[config.mk]
export PLATFORM = sky130hd
export DESIGN_NAME = rtcControllerTop
export DESIGN_NICKNAME = d
export VERILOG_FILES = /design/src/rtcPkg.sv /design/src/initSequencer.sv /design/src/mainControl.sv /design/src/rtcBusMaster.sv /design/src/rtcControllerTop.sv /design/src/timeReader.sv /design/src/timeWriter.sv
export SDC_FILE = /design/constraint.sdc
export NUM_CORES = 1
export LEC_CHECK = 0
export BUFFER_PORTS_ARGS = -buffer_cell sky130_fd_sc_hd__buf_2
export CELL_PAD_IN_SITES_DETAIL_PLACEMENT = 1
export CELL_PAD_IN_SITES_GLOBAL_PLACEMENT = 1
export CORE_MARGIN = 10
export CORE_UTILIZATION = 48
export CTS_BUF_LIST = sky130_fd_sc_hd__clkbuf_8
export CTS_CLUSTER_DIAMETER = 120
export CTS_CLUSTER_SIZE = 20
export DETAILED_ROUTE_END_ITERATION = 7
export PLACE_DENSITY = 0.95
export SETUP_SLACK_MARGIN = 0.02
export SYNTH_ARGS = -nofsm -noshare
export SYNTH_HDL_FRONTEND = slang
export SYNTH_SLANG_ARGS = --single-unit
[constraint.sdc]
create_clock -name CLK -period 5.3 [get_ports CLK]
set_clock_uncertainty 0.05 [all_clocks]
set_input_delay 1.06 -clock CLK [delete_from_list [all_inputs] [get_ports CLK]]
set_output_delay 1.06 -clock CLK [all_outputs]
set_load 0.01 [all_outputs]
[src/rtcPkg.sv]
`default_nettype none

package rtcPkg;

	typedef logic [7:0] rtcReg_t; // Chip register data
	typedef logic [7:0] rtcAddr_t; // Chip register address

	// Seconds sits in the top byte
	typedef struct packed {
		rtcReg_t seconds;
		rtcReg_t minutes;
		rtcReg_t hours;
	} timeVal_t;

	typedef struct packed {
		logic valid;
		logic we;
		rtcAddr_t addr;
		rtcReg_t wdata;
	} busReq_t;

	typedef struct packed {
		logic done; // One-cycle pulse
		rtcReg_t rdata;
	} busRsp_t;

	typedef enum logic [2:0] {
		stInit,
		stClear,
		stRead,
		stIdle,
		stRequest,
		stUserWrite
	} mainState_t;

	// Configuration registers
	localparam rtcAddr_t ADDR_CONTROL = 8'h02;
	localparam rtcReg_t CTRL_INIT = 8'h10;
	localparam rtcAddr_t ADDR_STATUS = 8'h01;
	localparam rtcReg_t STATUS_INIT = 8'h00;

	// Time registers
	localparam rtcAddr_t ADDR_SECONDS = 8'h21;
	localparam rtcAddr_t ADDR_MINUTES = 8'h22;
	localparam rtcAddr_t ADDR_HOURS = 8'h23;

endpackage

`default_nettype wire

[src/initSequencer.sv]
`default_nettype none

module initSequencer (
	input logic CLK,
	input logic reset,
	input logic en,
	output rtcPkg::busReq_t req,
	input rtcPkg::busRsp_t rsp,
	output logic done
);
	import rtcPkg::*;

	logic enPrev;
	logic busy;
	logic step; // 0 control, 1 status

	always_ff @(posedge CLK)
	begin
		if (reset)
		begin
			enPrev <= 1'b0;
			busy <= 1'b0;
			step <= 1'b0;
			done <= 1'b0;
		end
		else
		begin
			enPrev <= en;
			done <= 1'b0;
			if (en && !enPrev && !busy)
			begin
				busy <= 1'b1;
				step <= 1'b0;
			end
			else if (busy && rsp.done)
			begin
				step <= 1'b1;
				if (step)
				begin
					busy <= 1'b0;
					done <= 1'b1;
				end
			end
		end
	end

	always_comb
	begin
		req.valid = busy;
		req.we = 1'b1;
		req.addr = step ? ADDR_STATUS : ADDR_CONTROL;
		req.wdata = step ? STATUS_INIT : CTRL_INIT;
	end

endmodule

`default_nettype wire

[src/mainControl.sv]
`default_nettype none

module mainControl (
	input logic CLK,
	input logic reset,
	input logic initDone,
	input logic writeDone,
	input logic readDone,
	input logic refreshReq,
	input logic userReq,
	output logic initEn,
	output logic writeEn,
	output logic clearSel,
	output logic readEn,
	output logic userAck
);
	import rtcPkg::*;

	mainState_t state;
	mainState_t nextState;

	always_comb
	begin
		nextState = state;
		case (state)
			stInit:
				if (initDone)
					nextState = stClear;
			stClear:
				if (writeDone)
					nextState = stRead;
			stRead:
				if (readDone)
					nextState = stIdle;
			stIdle:
				// A pending user write also wakes the loop
				if (refreshReq || userReq)
					nextState = stRequest;
			stRequest:
				if (userReq)
					nextState = stUserWrite;
				else
					nextState = stRead;
			stUserWrite:
				if (writeDone)
					nextState = stRead;
			default:
				nextState = stInit;
		endcase
	end

	// Enables decode the current state, one cycle late
	always_ff @(posedge CLK)
	begin
		if (reset)
		begin
			state <= stInit;
			initEn <= 1'b0;
			writeEn <= 1'b0;
			clearSel <= 1'b0;
			readEn <= 1'b0;
		end
		else
		begin
			state <= nextState;
			initEn <= (state == stInit);
			writeEn <= (state == stClear) || (state == stUserWrite);
			clearSel <= (state == stClear); // Zero data in clear phase
			readEn <= (state == stRead);
		end
	end

	assign userAck = writeDone && (state == stUserWrite);

	// Sequencers share one bus master
	assert property (@(posedge CLK) disable iff (reset)
		$onehot0({initEn, writeEn, readEn}))
	else
		$error("mainControl: more than one sequencer enabled");

endmodule

`default_nettype wire

[src/rtcBusMaster.sv]
`default_nettype none

module rtcBusMaster (
	input logic CLK,
	input logic reset,
	input rtcPkg::busReq_t initReq,
	input rtcPkg::busReq_t writeReq,
	input rtcPkg::busReq_t readReq,
	output rtcPkg::busRsp_t rsp,
	output logic wbCyc,
	output logic wbStb,
	output logic wbWe,
	output rtcPkg::rtcAddr_t wbAdr,
	output rtcPkg::rtcReg_t wbDatW,
	input rtcPkg::rtcReg_t wbDatR,
	input logic wbAck
);
	import rtcPkg::*;

	typedef enum logic {
		busIdle,
		busCycle
	} busState_t;

	busState_t state;
	busReq_t sel;
	logic accept;
	logic rspDone;
	rtcReg_t rspData;

	// Requests are one-hot, so priority order is arbitrary
	always_comb
	begin
		if (initReq.valid)
			sel = initReq;
		else if (writeReq.valid)
			sel = writeReq;
		else
			sel = readReq;
	end

	// The finished request is still valid while done is high
	assign accept = (state == busIdle) && sel.valid && !rspDone;

	always_ff @(posedge CLK)
	begin
		if (reset)
		begin
			state <= busIdle;
			rspDone <= 1'b0;
		end
		else
		begin
			rspDone <= 1'b0;
			case (state)
				busIdle:
					if (accept)
						state <= busCycle;
				busCycle:
					if (wbAck)
					begin
						state <= busIdle;
						rspDone <= 1'b1;
					end
				default:
					state <= busIdle;
			endcase
		end
	end

	always_ff @(posedge CLK)
	begin
		if (accept)
		begin
			wbAdr <= sel.addr;
			wbWe <= sel.we;
			wbDatW <= sel.wdata;
		end
		if (state == busCycle && wbAck)
			rspData <= wbDatR;
	end

	assign wbCyc = (state == busCycle);
	assign wbStb = (state == busCycle);
	assign rsp = '{done: rspDone, rdata: rspData};

	assert property (@(posedge CLK) disable iff (reset)
		$onehot0({initReq.valid, writeReq.valid, readReq.valid}))
	else
		$error("rtcBusMaster: several requesters active at once");

	// Cycle held unchanged until the chip acks
	assert property (@(posedge CLK) disable iff (reset)
		(wbCyc && !wbAck) |=> (wbCyc && $stable(wbAdr) && $stable(wbWe) && $stable(wbDatW)))
	else
		$error("rtcBusMaster: cycle changed before ack");

endmodule

`default_nettype wire

[src/rtcControllerTop.sv]
`default_nettype none

module rtcControllerTop (
	input logic CLK,
	input logic reset,
	input logic refreshReq,
	input logic userReq,
	input rtcPkg::timeVal_t userTime,
	output rtcPkg::timeVal_t timeOut,
	output logic timeValid,
	output logic userAck,
	output logic wbCyc,
	output logic wbStb,
	output logic wbWe,
	output rtcPkg::rtcAddr_t wbAdr,
	output rtcPkg::rtcReg_t wbDatW,
	input rtcPkg::rtcReg_t wbDatR,
	input logic wbAck
);
	import rtcPkg::*;

	logic initEn;
	logic writeEn;
	logic clearSel;
	logic readEn;
	logic initDone;
	logic writeDone;
	logic readDone;
	busReq_t initReq;
	busReq_t writeReq;
	busReq_t readReq;
	busRsp_t busRsp; // Shared by all three sequencers

	mainControl u_mainControl (
		.CLK(CLK),
		.reset(reset),
		.initDone(initDone),
		.writeDone(writeDone),
		.readDone(readDone),
		.refreshReq(refreshReq),
		.userReq(userReq),
		.initEn(initEn),
		.writeEn(writeEn),
		.clearSel(clearSel),
		.readEn(readEn),
		.userAck(userAck)
	);

	initSequencer u_initSequencer (
		.CLK(CLK),
		.reset(reset),
		.en(initEn),
		.req(initReq),
		.rsp(busRsp),
		.done(initDone)
	);

	timeWriter u_timeWriter (
		.CLK(CLK),
		.reset(reset),
		.en(writeEn),
		.clearSel(clearSel),
		.userTime(userTime),
		.req(writeReq),
		.rsp(busRsp),
		.done(writeDone)
	);

	timeReader u_timeReader (
		.CLK(CLK),
		.reset(reset),
		.en(readEn),
		.req(readReq),
		.rsp(busRsp),
		.timeOut(timeOut),
		.timeValid(timeValid),
		.done(readDone)
	);

	rtcBusMaster u_rtcBusMaster (
		.CLK(CLK),
		.reset(reset),
		.initReq(initReq),
		.writeReq(writeReq),
		.readReq(readReq),
		.rsp(busRsp),
		.wbCyc(wbCyc),
		.wbStb(wbStb),
		.wbWe(wbWe),
		.wbAdr(wbAdr),
		.wbDatW(wbDatW),
		.wbDatR(wbDatR),
		.wbAck(wbAck)
	);

endmodule

`default_nettype wire

[src/timeReader.sv]
`default_nettype none

module timeReader (
	input logic CLK,
	input logic reset,
	input logic en,
	output rtcPkg::busReq_t req,
	input rtcPkg::busRsp_t rsp,
	output rtcPkg::timeVal_t timeOut,
	output logic timeValid,
	output logic done
);
	import rtcPkg::*;

	logic enPrev;
	logic busy;
	logic [1:0] step;
	rtcReg_t shadowSec; // Held until hours arrive
	rtcReg_t shadowMin;

	always_ff @(posedge CLK)
	begin
		if (reset)
		begin
			enPrev <= 1'b0;
			busy <= 1'b0;
			step <= 2'd0;
			done <= 1'b0;
			timeValid <= 1'b0;
			timeOut <= '0;
		end
		else
		begin
			enPrev <= en;
			done <= 1'b0;
			timeValid <= 1'b0;
			if (en && !enPrev && !busy)
			begin
				busy <= 1'b1;
				step <= 2'd0;
			end
			else if (busy && rsp.done)
			begin
				step <= step + 2'd1;
				if (step == 2'd2)
				begin
					busy <= 1'b0;
					done <= 1'b1;
					timeValid <= 1'b1;
					timeOut <= '{seconds: shadowSec, minutes: shadowMin,
						hours: rsp.rdata};
				end
			end
		end
	end

	always_ff @(posedge CLK)
	begin
		if (busy && rsp.done)
		begin
			case (step)
				2'd0: shadowSec <= rsp.rdata;
				2'd1: shadowMin <= rsp.rdata;
				default: ;
			endcase
		end
	end

	always_comb
	begin
		req.valid = busy;
		req.we = 1'b0;
		req.wdata = '0;
		case (step)
			2'd0: req.addr = ADDR_SECONDS;
			2'd1: req.addr = ADDR_MINUTES;
			default: req.addr = ADDR_HOURS;
		endcase
	end

endmodule

`default_nettype wire

[src/timeWriter.sv]
`default_nettype none

module timeWriter (
	input logic CLK,
	input logic reset,
	input logic en,
	input logic clearSel,
	input rtcPkg::timeVal_t userTime,
	output rtcPkg::busReq_t req,
	input rtcPkg::busRsp_t rsp,
	output logic done
);
	import rtcPkg::*;

	logic enPrev;
	logic busy;
	logic [1:0] step; // Seconds, minutes, hours
	logic start;
	timeVal_t wrTime;

	assign start = en && !enPrev && !busy;

	always_ff @(posedge CLK)
	begin
		if (reset)
		begin
			enPrev <= 1'b0;
			busy <= 1'b0;
			step <= 2'd0;
			done <= 1'b0;
		end
		else
		begin
			enPrev <= en;
			done <= 1'b0;
			if (start)
			begin
				busy <= 1'b1;
				step <= 2'd0;
			end
			else if (busy && rsp.done)
			begin
				step <= step + 2'd1;
				if (step == 2'd2)
				begin
					busy <= 1'b0;
					done <= 1'b1;
				end
			end
		end
	end

	// Held for the whole sequence
	always_ff @(posedge CLK)
	begin
		if (start)
			wrTime <= clearSel ? '0 : userTime;
	end

	always_comb
	begin
		req.valid = busy;
		req.we = 1'b1;
		case (step)
			2'd0:
			begin
				req.addr = ADDR_SECONDS;
				req.wdata = wrTime.seconds;
			end
			2'd1:
			begin
				req.addr = ADDR_MINUTES;
				req.wdata = wrTime.minutes;
			end
			default:
			begin
				req.addr = ADDR_HOURS;
				req.wdata = wrTime.hours;
			end
		endcase
	end

endmodule

`default_nettype wire
==> reports/qor.json <==
{
  "status": "finished, final reports clean",
  "setup_tns_ns": 0,
  "crit_start_category": "register",
  "number_of_cells_produced_by_synthesis": 353,
  "initial_utilization_pct": 49.59,
  "postSynthRegisterBits": 107,
  "drt-initial-drc-count": 147,
  "asyncSetResetFlopFracSynth_pct": 0,
  "row_count": 33,
  "synth_sequential_area_ratio_pct": 66.65,
  "synthesis.area_per_instance_um2": 11.66,
  "p_per_area_nw_per_um2": 393.0,
  "grt_antenna_before_repair": 0,
  "slew_at_the_pin_closest_to_its_max_slew_limit_ns": 1.185,
  "swShare_pct": 29.85,
  "power_frac_comb_pct": 14.6,
  "htree_levels": 3,
  "count_of_max_cap_constraint_violations": 0,
  "power.internal_uw": 1287,
  "path_cells": "inv_1 > nor3_1 > buf_2",
  "final_critical_path_share_of_the_clock_period_pct": 46.66,
  "finalSetupViolations": 0,
  "clkTransAtPathRegs_ns": 0.12,
  "worstPathRequired_ns": 4.19,
  "timing.reg2reg.setup_slack_ns": 3.23,
  "max_clock_freq_mhz": 404.4,
  "synth.cell_area_um2": 4115,
  "critPathSlowestCell": "sky130_fd_sc_hd__dfxtp_1",
  "core_area_um2": 8299,
  "critical_path.n_buffers_inverters": 2,
  "first_pass_iters": 4,
  "die-area_um2": 12680,
  "grt_usage_pct": 16.01,
  "post-cts-setup-buffer-count": 0,
  "final_core_utilization_pct": 56.26,
  "clk_latency_ns": 0.37,
  "pwr-share-seq_pct": 58.5,
  "switching_power_uw": 547.8,
  "finish.cell_count_without_fillers": 528,
  "grt_remaining_overflow": 0,
  "cts_inserted_buffers": 9,
  "total_inserted_antenna_cells": 0,
  "synth_edf_count": 60,
  "total_drc_errors_in_the_routed_layout": 0,
  "yosys.cell_types.count": 41,
  "critPathMaxFanout": 11,
  "final-hold-violation-count": 0,
  "wl_um": 10060,
  "ys.warnings.count": 0,
  "grt_pass1_vias": 3122,
  "clk_root_buffer_cell": "sky130_fd_sc_hd__clkbuf_8",
  "largest_vdd_supply_drop_mv": 0.1876,
  "rsz0062_at_grt": "false",
  "postCtsResizedCells": 0,
  "hold_class": "register to register",
  "power_frac_clock_pct": 26.9,
  "die_width_um": 112.6,
  "timing.critical_path.slowest_cell_delay_ns": 0.56,
  "global_route_layer_with_the_greatest_usage": "met2",
  "timing_max_transition_violations_final": 0,
  "dominantRegCellSynth": "sky130_fd_sc_hd__edfxtp_1",
  "final.min_clock_period_ns": 2.473,
  "p_leak_uw": 0.001756,
  "dieHeight_um": 112.6,
  "number_of_placed_instances_with_taps_included": 512,
  "io_buffer_count": 76,
  "grt_start_max_net_pins": 47,
  "design.portCount": 82,
  "post_drt_wl_per_cell_um": 19.05,
  "area_growth_pct": 13.47,
  "detailroute.via_count": 2803,
  "layout.filler_cells": 918,
  "cp_top_family": "flip-flops",
  "cts_tree": "done",
  "gp_congestion": 0.7609,
  "dp_hpwl_um": 7334,
  "cts.path.max_buffers": 2,
  "avgViaCountPerCell": 5.309,
  "grt_first_pass_wirelength_um": 16330,
  "timing.critical_path.to_type": "output pin",
  "worst_ep_arrival_time_ns": 1.36,
  "drive_above_1_share_pct": 24.11,
  "holdBufCountCts": 0,
  "grt.met1_usage_pct": 18.25,
  "nNetsFinal": 462,
  "tritoncts_num_sinks": 107,
  "met2_usage_pct": 27.46,
  "path_class": "register to output pin",
  "met3_usage_pct": 3.834,
  "route.antenna.remaining_nets": 0,
  "worst_slew_margin_rel_pct": 20.92
}
==> power groups by stage <==
stage	registers (uW)	clock network (uW)	logic (uW)
finish	1070	493	268
detailed placement	1090	0	270
global placement	1080	0	249
CTS	1070	503	272
floorplan	1060	0	204
global route	1090	541	302
==> metrics by stage <==
step | setup WS (ns) | cell area [um2] | hold WS (ns) | total power [uW]
global placement | 3.163 | 4472 | 0.3944 | 1331
global route | 2.662 | 4669 | 0.4337 | 1930
finish | 2.827 | 4669 | 0.4083 | 1835
CTS | 2.802 | 4669 | 0.4120 | 1850
floorplan | 3.333 | 4130 | 0.3826 | 1262
detailed placement | 3.105 | 4472 | 0.3951 | 1362
==> state kept, by name (all words and copies together) (netlist names), 3 cells and up <==
signal                  flops
u_timeReader.shadowMin      8
u_mainControl.state         3
u_timeWriter.wrTime        24
u_timeReader.shadowSec      8
u_rtcBusMaster.wbDatW       8
u_rtcBusMaster.rspData      8
u_timeReader.timeOut       24
u_rtcBusMaster.wbAdr        3
==> final cells by class <==
| type | count | area (um2) | area share (%) |
|---|---|---|---|
| multi-input combinational | 212 | 1169 | 25.03 |
| timing repair buffer | 77 | 387.9 | 8.307 |
| inverter | 11 | 41.29 | 0.8842 |
| sequential | 107 | 2743 | 58.74 |
| clock buffer | 9 | 123.9 | 2.653 |
| clock inverter | 7 | 73.82 | 1.581 |
| tap | 105 | 131.4 | 2.814 |
==> final timing paths <==
check	from	endpoint	cells past startpoint
worst min register to register	u_timeReader.timeOut[18]	u_timeReader.timeOut[18]	2
worst max register to register	u_rtcBusMaster.rspDone	u_timeReader.timeOut[2]	3
worst min-delay path	u_timeReader.timeOut[18]	u_timeReader.timeOut[18]	2
worst max-delay path	u_mainControl.state[2]	userAck	3
==> placed cells by master, fill, tap and decap left out, drive strengths merged, types with 2 or more instances in the layout <==
master,instances
a211oi,2
a21oi,44
a22oi,7
a311oi,3
and3,3
buf,77
clkbuf,9
clkinv,2
conb,5
dfxtp,47
edfxtp,60
ha,7
inv,16
mux2,2
nand2,61
nand2b,4
nand3,4
nor2,9
nor2b,31
nor3,5
nor3b,2
nor4,2
o21ai,11
==> synthesized netlist by cell type, drive strengths merged, types with 7 or more instances <==
library cell  count  area, um2
nor2b            31      193.9
dfxtp            47      940.9
inv              11      41.29
ha                7      87.58
o21ai            11      55.05
a22oi             7      52.55
nand2            61      229.0
buf              20      132.6
clkbuf            7      47.54
nor2              9      33.78
edfxtp           60       1802
a21oi            44      220.2
==> layer usage <==
layer / vias to the layer above / wire (um)
met5: - / 0
met4: 0 / 296
met3: 26 / 513
met2: 80 / 5092
met1: 1358 / 4157
li1: 1339 / -
==> tightest hold or removal path, cell delays in order, from the launching register on <==
cell and delay [ns]:
sky130_fd_sc_hd__dfxtp_1 0.33, sky130_fd_sc_hd__nand2_1 0.05, sky130_fd_sc_hd__a21oi_1 0.05
==> kinds of logic after synthesis <==
group	count (synthesis)	synth area share (%)
AO/OA/AOI/OAI	71	9.912
adder cells (fa/ha/maj)	7	2.128
buffers and inverters	38	5.381
flip-flops	107	66.65
multiplexers	3	0.7905
other	1	0.09113
AND/OR/NAND/NOR	126	15.05
No activity file was read; power rests on OpenSTA's default activity.
